File: src/rtl/sync_fifo.sv
module sync_fifo #(
    parameter int width      = 32,
    parameter int depth_log2 = 4
) (
    input  logic             clock,
    input  logic             reset,
    input  logic             wr_en,
    input  logic [width-1:0] din,
    output logic             full,
    input  logic             rd_en,
    output logic [width-1:0] dout,
    output logic             empty
);

    // Storage, no reset needed since empty masks stale entries
    logic [width-1:0] mem [1 << depth_log2];

    // Extra MSB on each pointer tells full from empty
    logic [depth_log2:0] wr_ptr;
    logic [depth_log2:0] rd_ptr;

    logic do_write;
    logic do_read;

    assign empty = (wr_ptr == rd_ptr);
    assign full  = (wr_ptr[depth_log2] != rd_ptr[depth_log2]) &&
                   (wr_ptr[depth_log2-1:0] == rd_ptr[depth_log2-1:0]);

    // Writes to a full FIFO and reads from an empty one are dropped
    assign do_write = wr_en && !full;
    assign do_read  = rd_en && !empty;

    // Head entry is always visible (first-word fall-through)
    assign dout = mem[rd_ptr[depth_log2-1:0]];

    always_ff @(posedge clock) begin
        if (do_write) begin
            mem[wr_ptr[depth_log2-1:0]] <= din;
        end
    end

    always_ff @(posedge clock or posedge reset) begin
        if (reset) begin
            wr_ptr <= '0;
            rd_ptr <= '0;
        end else begin
            if (do_write) begin
                wr_ptr <= wr_ptr + 1'b1;
            end
            if (do_read) begin
                rd_ptr <= rd_ptr + 1'b1;
            end
        end
    end

endmodule

File: config.mk
export PLATFORM = sky130hd
export DESIGN_NAME = sync_fifo
export DESIGN_NICKNAME = d
export VERILOG_FILES = /design/src/rtl/sync_fifo.sv
export SDC_FILE = /design/constraint.sdc
export NUM_CORES = 1
export LEC_CHECK = 0
export ABC_CLOCK_PERIOD_IN_PS = 10100
export BUFFER_PORTS_ARGS = -buffer_cell sky130_fd_sc_hd__clkbuf_2
export CORE_MARGIN = 2
export CORE_UTILIZATION = 23
export CTS_CLUSTER_DIAMETER = 60
export CTS_CLUSTER_SIZE = 16
export DETAILED_ROUTE_END_ITERATION = 12
export SETUP_SLACK_MARGIN = 0.02
export SYNTH_ARGS = -nofsm -noshare
export SYNTH_HDL_FRONTEND = slang
export SYNTH_SLANG_ARGS = --single-unit
File: constraint.sdc
create_clock -name clock -period 10.1 [get_ports clock]
set_input_delay 2.02 -clock clock [delete_from_list [all_inputs] [get_ports clock]]
set_output_delay 2.02 -clock clock [all_outputs]
set_load 0.005 [all_outputs]
==> flow_summary.ini <==
[yosys]
synth_area_leader_cell = edfxtp_1
syn_avg_cell_area_um2 = 23.11
netlist_instances = 864
synth-seq-area-share_pct = 78.25
yosys-top-cells-area = edfxtp_1, mux4_2, mux4_1, o22ai_1, dfrtp_1
syn-num-nets = 905
netlist_area_um2 = 19970
ys_async_sr_fraction_pct = 1.916
synth_seq_cells = 522
synth_most_common_cell = edfxtp_1
synth_edf_count = 512
synthTopCellsByCount = edfxtp_1, mux4_2, o22ai_1, nor2_1, mux4_1
synth_top_area_share_pct = 77.00
ys_types = 30
yosys_warnings = 0
synth_flop_cell = edfxtp_1

[setup_path]
critical_path.max_fanout = 124
crit_path_end_kind = primary output
worstPathArrival_ns = 3.53
cpMaxStageDelayCell = nor2_2
start_kind = flop
required_ns = 8.08
path_buf_inv = 2
worstSetupPathType = reg -> out
critPathMaxStageDelay_ns = 0.81
worst_path_dominant_cell_family = simple AND/OR/NAND/NOR gates
path_cells = buf_12, xnor2_1, nand4_1, nor2_2, clkbuf_2

[clock_network]
cts_tree = yes
cts.clk_slew.worst_paths_ns = 0.07
cts-resized-gates = 0
clkSinkCount = 522
cts_setup_buffers = 0
cts_max_path_buffers = 3
clkLatencyLatePin_ns = 0.56
cts_inserted_buffers = 40
clockRootBuffer = clkbuf_16
htree_levels = 2
cts_hold_buf = 0

[grt]
grt_max_degree = 125
grt_util_met1_pct = 13.63
grt_use_met2_pct = 16.38
use_met3_pct = 1.861
first_global_vias = 9214
grt.overflow.total = 0
antenna_found_initial = 3
grt_pass1_wl_um = 65300
busiest_layer = met2
gr-usage-all-layers_pct = 9.961

[sta]
hold_slack_ns = 0.6084
hold_viol = 0
fin_crit_sh_pct = 55.00
max_freq_ghz = 0.1800
fin_skew_ns = 0.01906
setup_viol = 0
slew_viol_final = 0
timing.slew.headroom_pct = 32.28
fin_ws_ns = 4.545
finalSetupTns_ns = 0
rsz0062_at_grt = no
tightest_slew_ns = 1.012
period_minus_slack_ns = 5.555

[run]
maxCapViolations = 0

[die]
core_um2 = 86350
num_rows = 108
die_h_um = 298.6
io_pins = 70
start_util_pct = 23.12
die_w_um = 298.6
dieArea_um2 = 89190

[drt]
totalWireLength_um = 45130
drtIter0Drc = 928
via_per_inst = 4.229
num_vias = 9003
firstDrtPassIters = 5
wl_per_cell_um = 21.20
drtAntennaViolNets = 0
drc = 0

[cells_and_area]
syn_to_final_growth_pct = 14.85
n_antenna_cell = 0
final_area_um2 = 22930
nNetsFinal = 996
drive_gt1_share_pct = 28.44

[pwr]
comb_power_share_pct = 29.3
p_seq_share_pct = 45.3
p_leak_nw = 7.016
power_frac_clock_pct = 25.4
ir_drop_v = 0.0001644
switching_share_pct = 30.43
p_switching_mw = 1.845
internal_power_mw = 4.217
power_density_nw_per_um2 = 264.3

[hold_path]
min_path_type = reg -> reg

[placement]
dpl_cell_area_um2 = 21720
dp_slack_ns = 5.059
io_buffers = 69
gp_congestion = 0.6921
hpwl_um = 26530

[status]
outcome = completed
## power groups by stage
stage	Clock, mW	Sequential, mW	Combinational (mW)
finish	1.54	2.74	1.78
global route	1.66	2.77	1.94
CTS	1.58	2.75	1.85
detailed placement	0	2.80	1.85
global placement	0	2.78	1.86
floorplan	0	2.71	1.29
## routing by layer
layer / wire [um] / up-vias
met2: 22040 / 199
met4: 703 / 6
li1: - / 3855
met1: 20230 / 4886
met5: 31 / -
met3: 2130 / 57
## area by class of cell
class / instances / area, um^2
fill: 8530 / 63410
clock buffer: 54 / 1095
sequential: 522 / 15640
multi-input combinational: 289 / 4046
tap: 1155 / 1445
timing repair buffer: 98 / 575.6
clock inverter: 7 / 120.1
inverter: 4 / 15.01
## flip-flops by register name, summed over array words and instances (netlist names)
register / cells
mem: 512
rd_ptr: 5
wr_ptr: 5
## final timing paths
kind                            cells after the start  slack [ns]  startpoint     endpoint
min in group asynchronous                           2        1.45       reset    rd_ptr[4]
worst min register to register                      2        0.61   wr_ptr[4]    wr_ptr[4]
max in group asynchronous                           2        8.30       reset    rd_ptr[1]
worst min-delay path                                2        0.61   wr_ptr[4]    wr_ptr[4]
worst max register to register                      6        6.43   rd_ptr[1]  mem[11][19]
worst max-delay path                                5        4.55   rd_ptr[1]         full
## through the flow
stage	util [%]	power [mW]	std cells
after floorplan	-	3.996	864
after global placement	25.15	4.642	2068
after detailed placement	25.15	4.645	2068
after CTS	26.56	6.183	2129
after global routing	26.56	6.365	2129
final	26.56	6.062	2129
## placed cells by master (no fill, tap or decap), types with 3 or more instances in the layout
cell type  instances
buf_4             28
inv_1              4
dfrtp_1            7
o211ai_1           3
nor2_1            34
nand4_1            3
ha_1               5
dfrtp_4            3
edfxtp_1         512
clkbuf_16         41
bufinv_16          3
clkbuf_1          11
mux4_1            25
mux2_1             3
nor4_2             3
mux4_2           103
clkbuf_2          69
xnor2_1           11
nand2_1            7
nor2_4             3
o22ai_1           64
nor3_2            10
## worst min-delay path: cells and delay by family, from the launching register on
kind | cells | cell delay [ns]
DFF | 1 | 0.44
and+or+nand+nor | 1 | 0.07
AOI/OAI and AO/OA | 1 | 0.06
## cell families (layout without fill, tap and decap cells)
logic type / after synthesis / count (layout) / share of synthesized area [%]
xor+xnor: 12 / 12 / 0.5263
compound gates: 72 / 72 / 2.318
mux: 131 / 131 / 15.08
flops: 522 / 522 / 78.25
simple gates: 69 / 69 / 1.535
buf+inv: 53 / 163 / 1.980
fa+ha+maj: 5 / 5 / 0.3133
No activity file was read; power rests on OpenSTA's default activity.
